==> config.mk <==
export PLATFORM = sky130hd
export DESIGN_NAME = matrix_display
export DESIGN_NICKNAME = d
export VERILOG_FILES = /design/src/source/dot_matrix_pkg.sv /design/src/source/glyph_pkg.sv /design/src/source/glyph_select.sv /design/src/source/row_scan.sv /design/src/source/frame_driver.sv /design/src/source/matrix_display.sv
export SDC_FILE = /design/constraint.sdc
export NUM_CORES = 1
export LEC_CHECK = 0
export BUFFER_PORTS_ARGS = -buffer_cell sky130_fd_sc_hd__buf_2
export CAP_MARGIN = 20
export CORE_AREA = 2 2 80 82
export DETAILED_ROUTE_END_ITERATION = 8
export DIE_AREA = 0 0 82 84
export GPL_TIMING_DRIVEN = 1
export SLEW_MARGIN = 20
export SYNTH_ARGS = -nofsm -noshare
export SYNTH_HDL_FRONTEND = slang
export SYNTH_SLANG_ARGS = --single-unit
==> constraint.sdc <==
create_clock -name clk -period 2 [get_ports clk]
set_input_delay 0.1 -clock clk [delete_from_list [all_inputs] [get_ports clk]]
set_output_delay 0.1 -clock clk [all_outputs]
set_load 0.02 [all_outputs]
==> src/source/dot_matrix_pkg.sv <==
package dot_matrix_pkg;

    // panel geometry
    localparam int MATRIX_ROWS = 8;
    localparam int MATRIX_COLS = 8;

    // current scan row
    typedef logic [$clog2(MATRIX_ROWS)-1:0] row_idx_t;

    // one row of dots, bit per column
    typedef logic [MATRIX_COLS-1:0] col_bits_t;

    // row drivers, active low
    typedef logic [MATRIX_ROWS-1:0] row_lines_t;

    localparam row_lines_t ROWS_OFF = '1;  // all rows dark
    localparam col_bits_t COLS_OFF = '0;

endpackage

==> src/source/glyph_pkg.sv <==
package glyph_pkg;

    typedef logic [3:0] glyph_code_t;

    // codes at or above this are blank
    localparam int GLYPH_COUNT = 12;

    // row 0 first, bit 7 is the leftmost column
    localparam dot_matrix_pkg::col_bits_t GLYPH_TABLE
        [GLYPH_COUNT][dot_matrix_pkg::MATRIX_ROWS] = '{
        '{8'b0000_0000, 8'b0000_0000, 8'b0001_1000, 8'b0011_1100,   // small dot
          8'b0011_1100, 8'b0001_1000, 8'b0000_0000, 8'b0000_0000},
        '{8'b0000_0000, 8'b0000_0000, 8'b0011_1000, 8'b0111_1100,
          8'b0111_1100, 8'b0011_1000, 8'b0000_0000, 8'b0000_0000},
        '{8'b0000_0000, 8'b0000_0000, 8'b0011_1100, 8'b0111_1110,
          8'b0111_1110, 8'b0011_1100, 8'b0000_0000, 8'b0000_0000},
        '{8'b0000_0000, 8'b0011_1100, 8'b0111_1110, 8'b0111_1110,
          8'b0111_1110, 8'b0111_1110, 8'b0011_1100, 8'b0000_0000},
        '{8'b0011_1100, 8'b0111_1110, 8'b1111_1111, 8'b1111_1111,   // full disc
          8'b1111_1111, 8'b1111_1111, 8'b0111_1110, 8'b0011_1100},
        '{8'b1111_1111, 8'b1111_1111, 8'b1111_1111, 8'b1111_1111,   // every dot on
          8'b1111_1111, 8'b1111_1111, 8'b1111_1111, 8'b1111_1111},
        '{8'b1100_0011, 8'b1110_0011, 8'b1111_0001, 8'b1110_0011,
          8'b1100_0111, 8'b1110_0111, 8'b1111_0111, 8'b1111_1011},
        '{8'b0000_0000, 8'b0000_0001, 8'b1000_0001, 8'b1100_0011,
          8'b1000_0011, 8'b1100_0111, 8'b1110_0111, 8'b1111_0011},
        '{8'b0000_0000, 8'b0011_1000, 8'b0100_0100, 8'b0101_1010,
          8'b0100_1010, 8'b0011_0010, 8'b1100_0100, 8'b0011_1000},
        '{8'b0000_0000, 8'b0000_0000, 8'b0110_0000, 8'b1111_1100,
          8'b0011_1111, 8'b0011_1110, 8'b0001_1100, 8'b0000_0000},
        '{8'b0000_0000, 8'b0000_0000, 8'b0001_1000, 8'b0011_1100,
          8'b0111_1110, 8'b0111_1110, 8'b0010_0100, 8'b0000_0000},
        '{8'b1110_0000, 8'b0110_0000, 8'b1110_0000, 8'b0011_0000,
          8'b0011_0001, 8'b0011_0011, 8'b0011_1110, 8'b0001_1100}
    };

    // dots of one glyph row, zero for blank codes
    function automatic dot_matrix_pkg::col_bits_t glyph_row(
        input glyph_code_t              code,
        input dot_matrix_pkg::row_idx_t r
    );
        dot_matrix_pkg::col_bits_t bits;
        if (int'(code) >= GLYPH_COUNT)
        begin
            bits = '0;
        end
        else
        begin
            bits = GLYPH_TABLE[code][r];
        end
        return bits;
    endfunction

endpackage

==> src/source/glyph_select.sv <==
`timescale 1ns/1ns

module glyph_select (
    input  logic                  clk,
    input  logic                  rst,
    input  logic                  st,
    input  glyph_pkg::glyph_code_t num,
    output glyph_pkg::glyph_code_t glyph,
    output logic                  blank
);

    import glyph_pkg::*;

    logic code_blank;

    assign code_blank = (int'(num) >= GLYPH_COUNT);  // codes past the table

    always_ff @(posedge clk or posedge rst)
    begin
        if (rst)
        begin
            glyph <= '0;
            blank <= 1'b1;
        end
        else if (!st)
        begin
            glyph <= '0;  // display off
            blank <= 1'b1;
        end
        else
        begin
            glyph <= num;
            blank <= code_blank;
        end
    end

    // frame_driver relies on this to index the table safely
    a_blank_code: assert property (
        @(posedge clk) disable iff (rst)
        !blank |-> (int'(glyph) < GLYPH_COUNT)
    ) else $error("glyph %0d passed as visible", glyph);

endmodule

==> src/source/row_scan.sv <==
`timescale 1ns/1ns

module row_scan #(
    parameter int SCAN_DIV = 1
) (
    input  logic                     clk,
    input  logic                     rst,
    input  logic                     st,
    output dot_matrix_pkg::row_idx_t row_idx
);

    import dot_matrix_pkg::*;

    localparam int DIV_W = (SCAN_DIV > 1) ? $clog2(SCAN_DIV) : 1;

    logic [DIV_W-1:0] div_cnt;
    logic             div_wrap;

    assign div_wrap = (div_cnt == DIV_W'(SCAN_DIV - 1));

    always_ff @(posedge clk or posedge rst)
    begin
        if (rst)
        begin
            div_cnt <= '0;
            row_idx <= '0;
        end
        else if (!st)
        begin
            div_cnt <= '0;  // restart scan from row 0
            row_idx <= '0;
        end
        else if (div_wrap)
        begin
            div_cnt <= '0;
            if (row_idx == row_idx_t'(MATRIX_ROWS - 1))
                row_idx <= '0;
            else
                row_idx <= row_idx + 1'b1;
        end
        else
        begin
            div_cnt <= div_cnt + 1'b1;
        end
    end

    // each row must hold for the full prescale period
    a_row_pace: assert property (
        @(posedge clk) disable iff (rst)
        $changed(row_idx) |-> $past(div_wrap || !st)
    ) else $error("row_idx moved mid period");

endmodule

==> src/source/frame_driver.sv <==
`timescale 1ns/1ns

module frame_driver (
    input  logic                       clk,
    input  logic                       rst,
    input  logic                       st,
    input  logic                       temp,
    input  glyph_pkg::glyph_code_t     glyph,
    input  logic                       blank,
    input  dot_matrix_pkg::row_idx_t   row_idx,
    output dot_matrix_pkg::row_lines_t row,
    output dot_matrix_pkg::col_bits_t  colg,
    output dot_matrix_pkg::col_bits_t  colr
);

    import dot_matrix_pkg::*;
    import glyph_pkg::*;

    row_lines_t row_next;
    col_bits_t  dots;
    col_bits_t  red_dots;

    // one low line for the current row
    assign row_next = ~(row_lines_t'(1) << row_idx);

    always_comb
    begin
        if (blank)
            dots = COLS_OFF;
        else
            dots = glyph_row(glyph, row_idx);
    end

    assign red_dots = temp ? dots : COLS_OFF;  // green plus red gives amber

    always_ff @(posedge clk or posedge rst)
    begin
        if (rst)
        begin
            row  <= ROWS_OFF;
            colg <= COLS_OFF;
            colr <= COLS_OFF;
        end
        else if (!st)
        begin
            row  <= ROWS_OFF;
            colg <= COLS_OFF;
            colr <= COLS_OFF;
        end
        else
        begin
            row  <= row_next;
            colg <= dots;
            colr <= red_dots;
        end
    end

    // two rows lit at once would short the column drive
    a_single_row: assert property (
        @(posedge clk) disable iff (rst)
        $onehot0(~row)
    ) else $error("row lines %b select more than one row", row);

endmodule

==> src/source/matrix_display.sv <==
`timescale 1ns/1ns

module matrix_display #(
    parameter int SCAN_DIV = 1
) (
    input  logic                       clk,
    input  logic                       rst,
    input  logic                       st,
    input  logic                       temp,
    input  glyph_pkg::glyph_code_t     num,
    output dot_matrix_pkg::row_lines_t row,
    output dot_matrix_pkg::col_bits_t  colg,
    output dot_matrix_pkg::col_bits_t  colr
);

    import dot_matrix_pkg::*;
    import glyph_pkg::*;

    glyph_code_t glyph;
    logic        blank;
    row_idx_t    row_idx;

    glyph_select glyph_select_inst (
        .clk   (clk),
        .rst   (rst),
        .st    (st),
        .num   (num),
        .glyph (glyph),
        .blank (blank)
    );

    row_scan #(
        .SCAN_DIV (SCAN_DIV)
    ) row_scan_inst (
        .clk     (clk),
        .rst     (rst),
        .st      (st),
        .row_idx (row_idx)
    );

    frame_driver frame_driver_inst (
        .clk     (clk),
        .rst     (rst),
        .st      (st),
        .temp    (temp),
        .glyph   (glyph),
        .blank   (blank),
        .row_idx (row_idx),
        .row     (row),
        .colg    (colg),
        .colr    (colr)
    );

endmodule

==> Yosys cells after proc, flatten, opt, wreduce, memory -nomap -nowiden <==
Memories as Yosys holds them, arrays and structs flattened.
Index checks and enable logic that the tools add are counted.
W data, S select, Z words.
{ "word_totals": {"latchBits": 0, "memories": 1, "word_cells": 38, "romBits": 1024, "input_bits": 8, "regBits": 33, "ram_bits": 0} }
{ "mem_list": {"columns": ["memory", "depth", "word_bits", "rd", "rd_ports_with_merged_regs", "wr", "line_no", "text"], "rows": [
  ["(name not given)", 16, 64, 1, 0, 0, "glyph_pkg.sv:49", "bits = GLYPH_TABLE[code][r];"]
]} }
{ "classes": {"bitwise_logic": 3, "n_reduce_logical": 0, "n_shift": 1, "n_addsub": 2, "n_lt_le_gt_ge": 4, "div_mod_pow": 0, "muxes": 18, "n_mul": 0, "eq_ne": 2} }
{ "ops": {"columns": ["op", "count"], "rows": [
  ["$mux W64", 2],
  ["$mux W8", 8],
  ["$bmux W8 S3", 1],
  ["$ge A4 B4 Y1 const B", 3],
  ["$mux W3", 3],
  ["$not A8 Y8", 1],
  ["$shl A1 B3 Y8 const A", 1],
  ["$ge A5 B5 Y1 const B", 1],
  ["$not A4 Y5", 1],
  ["$mux W4", 1],
  ["$not A3 Y4", 1],
  ["$add A3 B1 Y3 const B", 1],
  ["$eq A3 B3 Y1 const B", 1],
  ["$mux W1", 3],
  ["$ne A2 B2 Y1 const B", 1],
  ["$add A1 B1 Y1 const B", 1]
]} }

==> Logic depth before layout (Yosys ltp) <==
Gate-level depths: netlist of the first run.
{ "logic_depth": {"word_depth": 11, "mapped_depth": 8, "ltp_nobuf": 7} }

==> Modules after synthesis <==
Synthesis of the first run repeated with hierarchy kept, for this count alone.
{ "hier_totals": {"cells_unflattened": 215, "area_unflattened_um2": 1996.9} }
{ "modules_own_cells": {"columns": ["module", "instances", "area_per_inst_um2", "cells_each"], "rows": [
  ["frame_driver", 1, 1695.4, 195],
  ["glyph_select", 1, 170.2, 11],
  ["row_scan", 1, 131.4, 9]
]} }

==> Least setup slack after synthesis of the first run <==
Ideal clock, no wire load.
{ "synth_timing": {"path_kind": "register to register", "from": "register glyph_select_inst.glyph[1]", "to": "register frame_driver_inst.colr[6]", "setup_ps": 119, "stages_incl_launch_ff": 8, "arrival_time_ps": 1736, "path_slack_ps": 145, "t_required_ps": 1881, "path_cell_list": "dfrtp_1 > inv_1 > ha_1 > or2_1 > a31oi_1 > nand2_1 > a41o_1 > and2_1"} }
{ "synth_between": {"elab_chain_cells": 11, "elab_cells_between_ends": 12, "classes_between": "1 x order compare; 9 x mux; 1 x bitwise; 1 x memory"} }
{ "synth_lines": {"columns": ["item", "line_no", "text"], "rows": [
  ["start, declared", "glyph_select.sv:8", "output glyph_pkg::glyph_code_t glyph,"],
  ["start signal, assigned", "glyph_select.sv:32", "glyph <= num;"],
  ["$not A4 Y5 (implied by the code)", "glyph_pkg.sv:49", null],
  ["$mem_v2 Z16 W64", null, null],
  ["$mux W64 (implied by the code) (2 in a row)", "glyph_pkg.sv:49", null],
  ["$bmux W8 S3", "glyph_pkg.sv:49", null],
  ["$mux W8 (implied by the code) (2 in a row)", "glyph_pkg.sv:49", null],
  ["$mux W8 (*)", "glyph_pkg.sv:43", "if (int'(code) >= GLYPH_COUNT)"],
  ["$mux W8 (*)", "frame_driver.sv:28", "if (blank)"],
  ["$mux W8 (*)", "frame_driver.sv:34", "assign red_dots = temp ? dots : COLS_OFF;"],
  ["$mux W8 (*)", "frame_driver.sv:44", "else if (!st)"],
  ["end signal, assigned", "frame_driver.sv:54", "colr <= red_dots;"],
  ["end, declared", "frame_driver.sv:13", "output dot_matrix_pkg::col_bits_t colr"]
]} }
Mark *: on every way between the ends. The rest lies on a longest branch, timed or not. The select of a mux whose other input is x is not followed.
A chain may end at the register's enable or synchronous reset.

==> Worst setup path in the final report of the first run <==
{ "layout_timing": {"from": "register glyph_select_inst.glyph[0]", "to": "register frame_driver_inst.colr[6]"} }
The elaborated chain is that of the path after synthesis.

==> key figures, run 1 <==
Logic synthesis
  • Cells after Synth: 218
  • Yosys warning count: 0
  • Synth cell types: 50
  • Yosys reg bits: 32
  • Syn avg cell area: 9.321 um2
  • Synth async-reset ratio: 100.0%
  • Synth Net Count: 242
  • Sequential share of the synthesized area: 39.96%
  • Mapped Area: 2032 um2
  • Synth area leaders: dfrtp_1 (28%), dfstp_2 (12%), ha_1 (9.9%)
  • Cell taking the most area after synthesis: dfrtp_1
  • Number of flops mapped to enable cells by yosys: 0
  • Synth Flop Type: dfrtp_1
  • Post-synth top area share: 28.33%

Status
  • Status: finished clean

Critical path
  • Max incr delay on CP: 400 ps
  • Critical Path RT: 2180 ps
  • CP cell instances: ha_1 > or3_1 > a31oi_1 > a2111oi_2 > a41o_1 > and2_1
  • Buf/Inv on CP: 0
  • Startpoint types: flip-flop
  • Critical path capture point type: flip-flop
  • Critical path's top delay family: simple AND/OR/NAND/NOR gates
  • Worst r2r src: glyph_select_inst.glyph[0]
  • Reg-to-Reg End: frame_driver_inst.colr[6]
  • Worst r2r path cells: 6
  • R2r setup slk: 100 ps
  • CP Data Arrival Time: 2080 ps
  • Critical path class: flip-flop to flip-flop
  • Critical path fanouts, max: 6
  • Slowest CP cell: dfrtp_1

CTS
  • Num CTS Buffers: 5
  • H-tree levels: 2
  • Maximum clock path buffer count: 2
  • CTS tree: done
  • Post-CTS setup buffer count: 0
  • Worst-skew pair later-pin latency: 290 ps
  • Clock sink count: 32
  • CTS root buf: clkbuf_8
  • Reg clk slew, reported paths: 70 ps

Timing
  • FMAX: 0.5270 GHz
  • Final max-slew violation count: 0
  • Worst-margin pin slew: 391.7 ps
  • Worst slew margin: 73.73%
  • Final setup viols: 0
  • Hold Fails Final Rpt: 0
  • Tmin final: 1898 ps
  • Setup Skew: 4.476 ps
  • RSZ-0062 raised after global routing: no
  • Fin Setup TNS: 0 ps
  • Tcrit/Tclk final: 94.88%

Finish
  • P&R area growth vs syn: 19.58%
  • Nets: 282
  • Utilization after layout: 39.86%
  • Fillers: 611
  • Layout cells sized above 1: 28.57%
  • Diode count: 0

Power
  • Power share of the combinational group: 22.4%
  • Leak: 1.125 nW
  • Internal power: 1.193 mW
  • PD cells: 692.3 nW/um2
  • Peak VDD IR: 0.0003718 V
  • Clock share of power: 35.9%
  • Switching Share: 29.09%
  • Switching Power: 0.4893 mW
  • Register share of total power: 41.7%

Detailed routing
  • DR pass1 iterations: 4
  • Per-cell routed wire length: 15.38 um
  • 1st-iter DRT viols: 201
  • Detailed-route via count: 1748
  • Final wirelength: 5167 um
  • ANT nets after route: 0
  • Remaining DRCs: 0
  • Avg Vias per Cell: 5.202

Floorplanning
  • Die area: 6888 um2
  • IO Pins: 32
  • Width of the chip: 82 um
  • Core Region: 6096 um2
  • Site Rows: 29
  • Initial Utilization: 33.33%
  • Die Ht: 84 um

GRT
  • Initial antenna violation count: 0
  • Largest net degree at the start of global routing: 36
  • Vias in the first global route: 1722
  • GRT Overall Usage: 16.63%
  • Congestion Overflow GR: 0
  • First-pass GRT wire length: 8776 um

Hold path
  • Hold depth: 3
  • Hold Path End: glyph_select_inst.blank
  • Hold_sp: num[2]
  • Worst Hold Class: input pin to flip-flop

Place
  • Hpwl dp: 3879 um
  • Routability cong.: 0.9149
  • Port Buffers: 31

Run
  • Max Cap Violations: 0
worst reg2reg max path: stages (launching register included):
cell	delay [ps]
dfrtp_1	400
ha_1	300
or3_1	400
a31oi_1	220
a2111oi_2	100
a41o_1	220
and2_1	150
Yosys cell counts (8+ instances only):
cell type,instances
dfrtp_1,23
nand2_1,19
nor2_1,17
ha_1,16
o21ai_0,13
a21oi_1,10
and2_1,9
dfstp_2,9
inv_1,9
nand3_1,9
nor3_1,8
sequential cells by signal (all words and copies together), names as in the netlist:
| name | flops |
|---|---|
| frame_driver_inst.colg | 8 |
| frame_driver_inst.colr | 8 |
| frame_driver_inst.row | 8 |
| glyph_select_inst.blank | 1 |
| glyph_select_inst.glyph | 4 |
| row_scan_inst.row_idx | 3 |
final cells by class:
cell class / instances / area, um2 / area share, %
Clock buffer: 6 / 72.57 / 2.987
Tap cell: 77 / 96.34 / 3.965
Multi-Input combinational cell: 161 / 1080 / 44.44
Inverter: 11 / 41.29 / 1.699
Timing Repair Buffer: 47 / 290.3 / 11.95
Clock inverter: 2 / 35.03 / 1.442
Sequential cell: 32 / 814.5 / 33.52
worst max path at each step:
stage / start / endpoint / slack, ps / cells after the start
floorplan: glyph_select_inst.glyph[1] / frame_driver_inst.colr[6] / 150 / 7
global placement: glyph_select_inst.glyph[0] / frame_driver_inst.colg[2] / 70 / 8
detailed placement: glyph_select_inst.glyph[0] / frame_driver_inst.colr[2] / 90 / 8
CTS: glyph_select_inst.glyph[0] / frame_driver_inst.colr[2] / 80 / 8
global route: glyph_select_inst.glyph[0] / frame_driver_inst.colr[6] / 10 / 6
finish: glyph_select_inst.glyph[0] / frame_driver_inst.colr[6] / 100 / 6
metal layers:
layer / vias up / track usage, % / part of all wire, %
li1: 849 / - / -
met1: 827 / 23.48 / 46
met2: 61 / 24.76 / 46
met3: 11 / 3.355 / 5.7
met4: 0 / 6.212 / 2.5
met5: - / 0 / 0
kinds of logic after synthesis:
group                    synth area share, %
AO/OA/AOI/OAI                          20.94
adder cells (fa/ha/maj)                9.852
buffers and inverters                  7.142
flip-flops                             39.96
multiplexers                          0.4926
AND/OR/NAND/NOR                        21.61
cell usage in the layout (no fill, tap or decap), types with 4 or more instances in the layout:
master / instances
nand2_1: 19
clkbuf_8: 5
a31oi_1: 4
nand3_1: 9
nand2b_1: 4
nor3_1: 8
a21oi_1: 10
inv_1: 8
buf_4: 14
o21ai_0: 13
o211ai_1: 6
ha_1: 16
and2_1: 9
nor2_1: 17
dfrtp_1: 21
dfstp_2: 9
buf_2: 31
power groups by stage:
stage	Clock [mW]	Sequential (mW)	Combinational [mW]
after floorplan	0	0.729	0.244
after global placement	0	0.710	0.373
after detailed placement	0	0.712	0.369
after CTS	0.623	0.700	0.372
after global routing	0.650	0.705	0.417
final	0.604	0.701	0.378
what timing repair did:
item                                    CTS  global route
hold buffers                              1             0
endpoints found under the setup margin    0             5
resized for setup                         0             5
endpoints found under the hold margin    23             0
stage by stage:
stage / hold WS, ps / instance area, um2 / setup slack, ps / std cells / power, mW
finish: 22.95 / 2430 / 102.3 / 336 / 1.682
global route: 32.75 / 2430 / 12.82 / 336 / 1.772
floorplan: 187.7 / 2032 / 145.3 / 218 / 0.9726
detailed placement: 199.2 / 2305 / 92.27 / 327 / 1.081
CTS: 17.33 / 2422 / 83.76 / 336 / 1.695
global placement: 189.7 / 2305 / 72.35 / 327 / 1.083
Power figures use the tool's default switching activity.
==> run 2: changes to the inputs <==
--- a/config.mk
+++ b/config.mk
@@ -7,11 +7,12 @@
 export LEC_CHECK = 0
 export BUFFER_PORTS_ARGS = -buffer_cell sky130_fd_sc_hd__buf_2
 export CAP_MARGIN = 20
-export CORE_AREA = 2 2 80 82
+export CORE_AREA = 2 2 79 81
 export DETAILED_ROUTE_END_ITERATION = 8
-export DIE_AREA = 0 0 82 84
+export DIE_AREA = 0 0 81 83
 export GPL_TIMING_DRIVEN = 1
 export SLEW_MARGIN = 20
 export SYNTH_ARGS = -nofsm -noshare
 export SYNTH_HDL_FRONTEND = slang
+export SYNTH_HIERARCHICAL = 1
 export SYNTH_SLANG_ARGS = --single-unit
==> key figures, run 2 <==
Detailed routing
  • Per-cell routed wire length: 15.97 um (was 15.38 um)
  • Remaining DRCs: 0 (unchanged)
  • Met1 WL: 2252 um (was 2355 um)
  • Detailed-route via count: 1876 (was 1748)
  • Uppermost layer routed: met4 (unchanged)
  • Final wirelength: 5431 um (was 5167 um)
  • 1st-iter DRT viols: 241 (was 201)
  • DR pass1 iterations: 5 (was 4)
  • DR WL met3: 469 um (was 295 um)
  • ANT nets after route: 0 (unchanged)
  • Met2 wire length: 2598 um (was 2385 um)
  • Avg Vias per Cell: 5.518 (was 5.202)

Floorplanning
  • IO Pins: 32 (unchanged)
  • Core Region: 5816 um2 (was 6096 um2)
  • Width of the chip: 81 um (was 82 um)
  • Die Ht: 83 um (was 84 um)
  • Site Rows: 28 (was 29)
  • Initial Utilization: 34.34% (was 33.33%)
  • Die area: 6723 um2 (was 6888 um2)

CTS
  • Worst-skew pair later-pin latency: 290 ps (about the same)
  • H-tree levels: 2 (unchanged)
  • Num CTS Buffers: 5 (unchanged)
  • CTS root buf: clkbuf_8 (unchanged)
  • Reg clk slew, reported paths: 70 ps (about the same)
  • Clock sink count: 32 (unchanged)
  • Maximum clock path buffer count: 2 (unchanged)
  • CTS tree: done (unchanged)

Finish
  • Most frequent cells in the layout: buf_2 (31), buf_4 (25), dfrtp_1 (23) (was buf_2 (31), dfrtp_1 (21), nand2_1 (19))
  • Biggest regs: frame_driver_inst/colg x8, frame_driver_inst/colr x8, frame_driver_inst/row x8 (was frame_driver_inst.colg x8, frame_driver_inst.colr x8, frame_driver_inst.row x8)
  • Layout cells sized above 1: 36.23% (was 28.57%)
  • Fillers: 590 (was 611)
  • Most common cell after layout, fill and taps aside: buf_2 (unchanged)
  • Diode count: 0 (unchanged)
  • Utilization after layout: 43.76% (was 39.86%)
  • P&R area growth vs syn: 27.44% (was 19.58%)
  • Nets: 284 (was 282)

Status
  • Status: finished clean (unchanged)

Logic synthesis
  • Synth Flop Type: dfrtp_1 (unchanged)
  • Sequential share of the synthesized area: 40.66% (was 39.96%)
  • Yosys warning count: 6 (was 0)
  • Mapped Area: 1997 um2 (was 2032 um2)
  • Post-synth top area share: 28.82% (was 28.33%)
  • Syn avg cell area: 9.288 um2 (was 9.321 um2)
  • Synth async-reset ratio: 100.0% (unchanged)
  • Cells after Synth: 215 (was 218)
  • Yosys reg bits: 32 (unchanged)
  • Synth cell types: 52 (was 50)
  • Synth top cells by count: dfrtp_1 (23), nor2_1 (20), nand3_1 (13) (was dfrtp_1 (23), nand2_1 (19), nor2_1 (17))
  • Number of flops mapped to enable cells by yosys: 0 (unchanged)
  • Cell taking the most area after synthesis: dfrtp_1 (unchanged)
  • Synth area leaders: dfrtp_1 (29%), dfstp_2 (12%), ha_1 (7.5%) (was dfrtp_1 (28%), dfstp_2 (12%), ha_1 (9.9%))
  • Top-count cell post-synth: dfrtp_1 (unchanged)
  • Synth Net Count: 235 (was 242)

Critical path
  • R2r setup slk: 70 ps (was 100 ps)
  • Max incr delay on CP: 410 ps (was 400 ps)
  • Critical Path RT: 2210 ps (was 2180 ps)
  • Critical path capture point type: flip-flop (unchanged)
  • Slowest CP cell: dfrtp_1 (unchanged)
  • CP Data Arrival Time: 2140 ps (was 2080 ps)
  • Critical path's top delay family: simple AND/OR/NAND/NOR gates (unchanged)
  • Startpoint types: flip-flop (unchanged)
  • CP cell instances: inv_2 > ha_4 > nor2_1 > o31a_1 > or3_4 > o22ai_4 > nor2b_4 (was ha_1 > or3_1 > a31oi_1 > a2111oi_2 > a41o_1 > and2_1)
  • Critical path fanouts, max: 4 (was 6)
  • Critical path class: flip-flop to flip-flop (unchanged)
  • Buf/Inv on CP: 1 (was 0)

GRT
  • First-pass GRT wire length: 8914 um (was 8776 um)
  • Congestion Overflow GR: 0 (unchanged)
  • Largest net degree at the start of global routing: 25 (was 36)
  • GRT Overall Usage: 16.92% (was 16.63%)
  • Initial antenna violation count: 0 (unchanged)
  • Vias in the first global route: 1803 (was 1722)

Timing
  • Final max-slew violation count: 0 (unchanged)
  • Worst slew margin: 44.05% (was 73.73%)
  • Tmin final: 1928 ps (was 1898 ps)
  • Setup Skew: 7.843 ps (was 4.476 ps)
  • Worst-margin pin slew: 838.3 ps (was 391.7 ps)
  • Fin Setup TNS: 0 ps (unchanged)
  • Hold Fails Final Rpt: 0 (unchanged)
  • FMAX: 0.5187 GHz (was 0.5270 GHz)
  • Tcrit/Tclk final: 96.39% (was 94.88%)
  • RSZ-0062 raised after global routing: yes (was no)
  • Final setup viols: 0 (unchanged)

Power
  • PD cells: 689.8 nW/um2 (was 692.3 nW/um2)
  • Leak: 1.146 nW (was 1.125 nW)
  • Tot Pwr: 1.756 mW (was 1.682 mW)
  • Peak VDD IR: 0.0003151 V (was 0.0003718 V)

Run
  • Max Cap Violations: 0 (unchanged)

Place
  • Routability cong.: 0.9059 (was 0.9149)
  • Port Buffers: 31 (unchanged)
  • Hpwl dp: 3981 um (was 3879 um)

Hold path
  • Worst Hold Class: input pin to flip-flop (unchanged)
## run 2: cell count changes after synthesis, sizes merged, moves of 3 or more
cell	delta
a21oi	-3
a22oi	+3
ha	-4
inv	+4
nand2	-8
nand3	+4
nor2b	+7
nor3	-5
o21ai	-5
o2bb2ai	-3
## run 2: path summary, 6_finish.rpt
path | startpoint | endpoint | cells past startpoint
max | glyph_select_inst/glyph[0] | frame_driver_inst/colr[1] | 7
min | num[2] | glyph_select_inst/blank | 2
max reg2reg | glyph_select_inst/glyph[0] | frame_driver_inst/colr[1] | 7
min reg2reg | row_scan_inst/row_idx[2] | frame_driver_inst/colg[7] | 1
max in group asynchronous | rst | frame_driver_inst/colr[1] | 3
min in group asynchronous | rst | row_scan_inst/row_idx[1] | 3
## run 2: repair_timing
action	in CTS	in global routing
endpoints found under the hold margin	8	0
resized for setup	0	14
buffers inserted	0	1
hold buffers	1	0
setup endpoints to repair	0	12
## run 2: metrics by stage
step                      std cells  hold slack, ps  setup slack (ps)  area [um2]
after CTS                       339           19.97             1.540        2479
after global placement          330          -4.656             105.0        2361
final                           340           22.39             72.28        2545
after global routing            340           18.24            -21.48        2545
after detailed placement        330           2.997             45.30        2361
after floorplan                 215          -146.4             21.47        1997
## run 2: kinds of logic after synthesis
| group | after synthesis | share of synthesized area [%] |
|---|---|---|
| buffers and inverters | 29 | 6.703 |
| and+or+nand+nor | 82 | 22.06 |
| muxes | 4 | 2.632 |
| adders and majority gates | 12 | 7.519 |
| AOI/OAI and AO/OA | 56 | 20.43 |
| DFF | 32 | 40.66 |
## run 2: where the power goes
group	internal, mW	total (mW)	switching, mW
combinational	0.185	0.439	0.254
sequential	0.680	0.703	0.0226
clock	0.369	0.613	0.244
## run 2: layout make-up
class	instances	area, um2	area share [%]
clock buffers	6	72.57	2.852
clock inverters	2	35.03	1.377
inverters	13	48.80	1.917
multi-input cells	154	1110	43.61
flip-flops and latches	32	812.0	31.91
well taps	75	93.84	3.687
repair buffers	58	372.9	14.65
## run 2: metal layers
layer / up-vias / global-route usage (%)
met3: 14 / 4.130
met2: 107 / 26.45
li1: 870 / -
met4: 0 / 6.317
met1: 885 / 22.38
met5: - / 0
==> run 3: changes to the inputs <==
--- a/config.mk
+++ b/config.mk
@@ -5,6 +5,7 @@
 export SDC_FILE = /design/constraint.sdc
 export NUM_CORES = 1
 export LEC_CHECK = 0
+export ABC_AREA = 1
 export BUFFER_PORTS_ARGS = -buffer_cell sky130_fd_sc_hd__buf_2
 export CAP_MARGIN = 20
 export CORE_AREA = 2 2 79 81
==> key figures, run 3 <==
CTS
  • CTS root buf: clkbuf_8 (unchanged)
  • H-tree levels: 2 (unchanged)
  • Post-CTS setup buffer count: 0 (unchanged)
  • Num CTS Buffers: 5 (unchanged)
  • Clock sink count: 32 (unchanged)
  • Worst-skew pair later-pin latency: 290 ps (about the same)
  • Reg clk slew, reported paths: 70 ps (about the same)
  • CTS tree: done (unchanged)
  • Maximum clock path buffer count: 2 (unchanged)

Timing
  • Final WS setup: 226.5 ps (was 72.28 ps)
  • Worst-margin pin slew: 858.7 ps (was 838.3 ps)
  • Tcrit/Tclk final: 88.68% (was 96.39%)
  • Fin Setup TNS: 0 ps (unchanged)
  • FMAX: 0.5638 GHz (was 0.5187 GHz)
  • Final setup viols: 0 (unchanged)
  • Hold Fails Final Rpt: 0 (unchanged)
  • RSZ-0062 raised after global routing: no (was yes)
  • Tmin final: 1774 ps (was 1928 ps)
  • Final max-slew violation count: 0 (unchanged)
  • Worst slew margin: 42.69% (was 44.05%)
  • Setup Skew: 7.987 ps (was 7.843 ps)

Floorplanning
  • Site Rows: 28 (unchanged)
  • Initial Utilization: 34.12% (was 34.34%)
  • Die area: 6723 um2 (unchanged)
  • IO Pins: 32 (unchanged)
  • Die Ht: 83 um (unchanged)
  • Width of the chip: 81 um (unchanged)
  • Core Region: 5816 um2 (unchanged)

GRT
  • GRT Overall Usage: 15.82% (was 16.92%)
  • Initial antenna violation count: 0 (unchanged)
  • Congestion Overflow GR: 0 (unchanged)
  • Vias in the first global route: 1767 (was 1803)
  • First-pass GRT wire length: 8259 um (was 8914 um)
  • Largest net degree at the start of global routing: 25 (unchanged)

Critical path
  • Slowest CP cell: dfrtp_2 (was dfrtp_1)
  • Buf/Inv on CP: 2 (was 1)
  • R2r setup slk: 230 ps (was 70 ps)
  • Startpoint types: flip-flop (unchanged)
  • Reg-to-Reg End: frame_driver_inst/colr[4] (was frame_driver_inst/colr[1])
  • CP cell instances: inv_1 > ha_1 > inv_1 > nand2_1 > nand3_1 > nand3_1 > o21ai_1 > nand3_1 > nor2_1 (was inv_2 > ha_4 > nor2_1 > o31a_1 > or3_4 > o22ai_4 > nor2b_4)
  • Critical path's top delay family: simple AND/OR/NAND/NOR gates (unchanged)
  • CP Data Arrival Time: 1990 ps (was 2140 ps)
  • Max incr delay on CP: 450 ps (was 410 ps)
  • Critical path capture point type: flip-flop (unchanged)
  • Most used cell, CP: nand3_1
  • Critical path fanouts, max: 5 (was 4)
  • Worst r2r src: glyph_select_inst/glyph[0] (unchanged)
  • Critical Path RT: 2220 ps (was 2210 ps)
  • Critical path class: flip-flop to flip-flop (unchanged)
  • Worst r2r path cells: 9 (was 7)

Place
  • Hpwl dp: 3604 um (was 3981 um)
  • Dpl cells: 380 (was 330)
  • Routability cong.: 0.9263 (was 0.9059)
  • Port Buffers: 31 (unchanged)
  • Area after DPL: 2223 um2 (was 2361 um2)
  • Setup WS pre-CTS: 155.4 ps (was 45.30 ps)

Detailed routing
  • Per-cell routed wire length: 12.19 um (was 15.97 um)
  • Avg Vias per Cell: 4.729 (was 5.518)
  • Detailed-route via count: 1849 (was 1876)
  • Final wirelength: 4767 um (was 5431 um)
  • Remaining DRCs: 0 (unchanged)
  • DR pass1 iterations: 4 (was 5)
  • ANT nets after route: 0 (unchanged)
  • 1st-iter DRT viols: 275 (was 241)

Logic synthesis
  • Syn avg cell area: 7.190 um2 (was 9.288 um2)
  • Synth cell types: 25 (was 52)
  • Number of flops mapped to enable cells by yosys: 0 (unchanged)
  • Synth Flop Type: dfrtp_1 (unchanged)
  • Synth top cells by count: nand2_1 (107), nand3_1 (32), inv_1 (30) (was dfrtp_1 (23), nor2_1 (20), nand3_1 (13))
  • Mapped Area: 1984 um2 (was 1997 um2)
  • Cell taking the most area after synthesis: dfrtp_1 (unchanged)
  • Top-count cell post-synth: nand2_1 (was dfrtp_1)
  • Yosys warning count: 6 (unchanged)
  • Synth area leaders: dfrtp_1 (29%), nand2_1 (20%), dfstp_2 (12%) (was dfrtp_1 (29%), dfstp_2 (12%), ha_1 (7.5%))
  • Synth Net Count: 296 (was 235)
  • Yosys reg bits: 32 (unchanged)
  • Post-synth top area share: 29.00% (was 28.82%)
  • Synth async-reset ratio: 100.0% (unchanged)
  • Sequential share of the synthesized area: 40.92% (was 40.66%)
  • Cells after Synth: 276 (was 215)

Finish
  • Fin area: 2367 um2 (was 2545 um2)
  • Biggest regs: frame_driver_inst/colg x8, frame_driver_inst/colr x8, frame_driver_inst/row x8 (unchanged)
  • P&R area growth vs syn: 19.29% (was 27.44%)
  • Diode count: 0 (unchanged)
  • Most common cell after layout, fill and taps aside: nand2_1 (was buf_2)
  • Nets: 335 (was 284)
  • Non-filler instance count after layout: 391 (was 340)
  • Layout cells sized above 1: 21.84% (was 36.23%)
  • Most frequent cells in the layout: nand2_1 (107), nand3_1 (32), buf_2 (31) (was buf_2 (31), buf_4 (25), dfrtp_1 (23))

Power
  • Peak VDD IR: 0.0002723 V (was 0.0003151 V)
  • Tot Pwr: 1.680 mW (was 1.756 mW)
  • PD cells: 709.6 nW/um2 (was 689.8 nW/um2)
  • Leak: 1.371 nW (was 1.146 nW)

Hold path
  • Worst Hold Class: input pin to flip-flop (unchanged)
  • Hold Path End: glyph_select_inst/glyph[2] (was glyph_select_inst/blank)
  • Hold_sp: num[2] (unchanged)
  • Hold depth: 3 (was 2)

Run
  • Max Cap Violations: 0 (unchanged)

Status
  • Status: finished clean (unchanged)
run 3: through the flow:
step / util [%] / hold WS [ps]
2_1_floorplan: - / -146.4
3_3_place_gp: 38.23 / -7.970
3_5_place_dp: 38.23 / -8.765
4_1_cts: 40.66 / 4.137
5_1_grt: 40.71 / 27.32
6_report: 40.71 / 5.624
run 3: where the power goes:
group | leakage (nW) | switching [mW] | internal [mW] | total [mW]
registers | 0.403 | 0.0303 | 0.682 | 0.712
logic | 0.913 | 0.233 | 0.115 | 0.348
clock network | 0.0541 | 0.251 | 0.368 | 0.620
run 3: cell type report:
type / instances / area, um2
Fill cell: 618 / 3448
Multi-Input combinational cell: 201 / 984.7
Sequential cell: 32 / 814.5
Timing Repair Buffer: 39 / 222.7
Inverter: 36 / 140.1
Tap cell: 75 / 93.84
Clock buffer: 5 / 68.82
Clock inverter: 3 / 42.54
run 3: cell families (layout without fill, tap and decap cells):
logic type	count (synthesis)	count (layout)	share of synthesized area, %
flops	32	32	40.92
buf+inv	43	83	9.457
simple gates	172	172	37.20
compound gates	17	17	4.854
fa+ha+maj	12	12	7.566
run 3: repair_timing:
| item | 4_1_cts | 5_1_grt |
|---|---|---|
| setup endpoints to repair | 0 | 3 |
| hold buffers | 3 | 0 |
| gates resized for setup | 0 | 3 |
| endpoints found under the hold margin | 10 | 0 |
run 3: how the worst max path moves through the flow:
stage / from / end / slack, ps / cells past startpoint
after floorplan: glyph_select_inst/glyph[1] / frame_driver_inst/colr[2] / 480 / 12
after global placement: glyph_select_inst/glyph[1] / frame_driver_inst/colr[4] / 210 / 9
after detailed placement: glyph_select_inst/glyph[1] / frame_driver_inst/colr[4] / 160 / 9
after CTS: glyph_select_inst/glyph[1] / frame_driver_inst/colr[4] / 130 / 9
after global routing: glyph_select_inst/glyph[0] / frame_driver_inst/colr[2] / 70 / 12
final: glyph_select_inst/glyph[0] / frame_driver_inst/colr[4] / 230 / 9
run 3: routing by layer:
| metal | vias up | GRT usage (%) | wire length, um |
|---|---|---|---|
| met2 | 75 | 23.22 | 2099 |
| met3 | 15 | 2.935 | 369 |
| met1 | 825 | 22.38 | 2166 |
| li1 | 934 | - | - |
| met5 | - | 0 | 0 |
| met4 | 0 | 7.088 | 132 |
run 3: tightest hold or removal path, delay by kind of cell:
kind | cells | cell delay (ps)
buffers and inverters | 2 | 120
and+or+nand+nor | 1 | 40
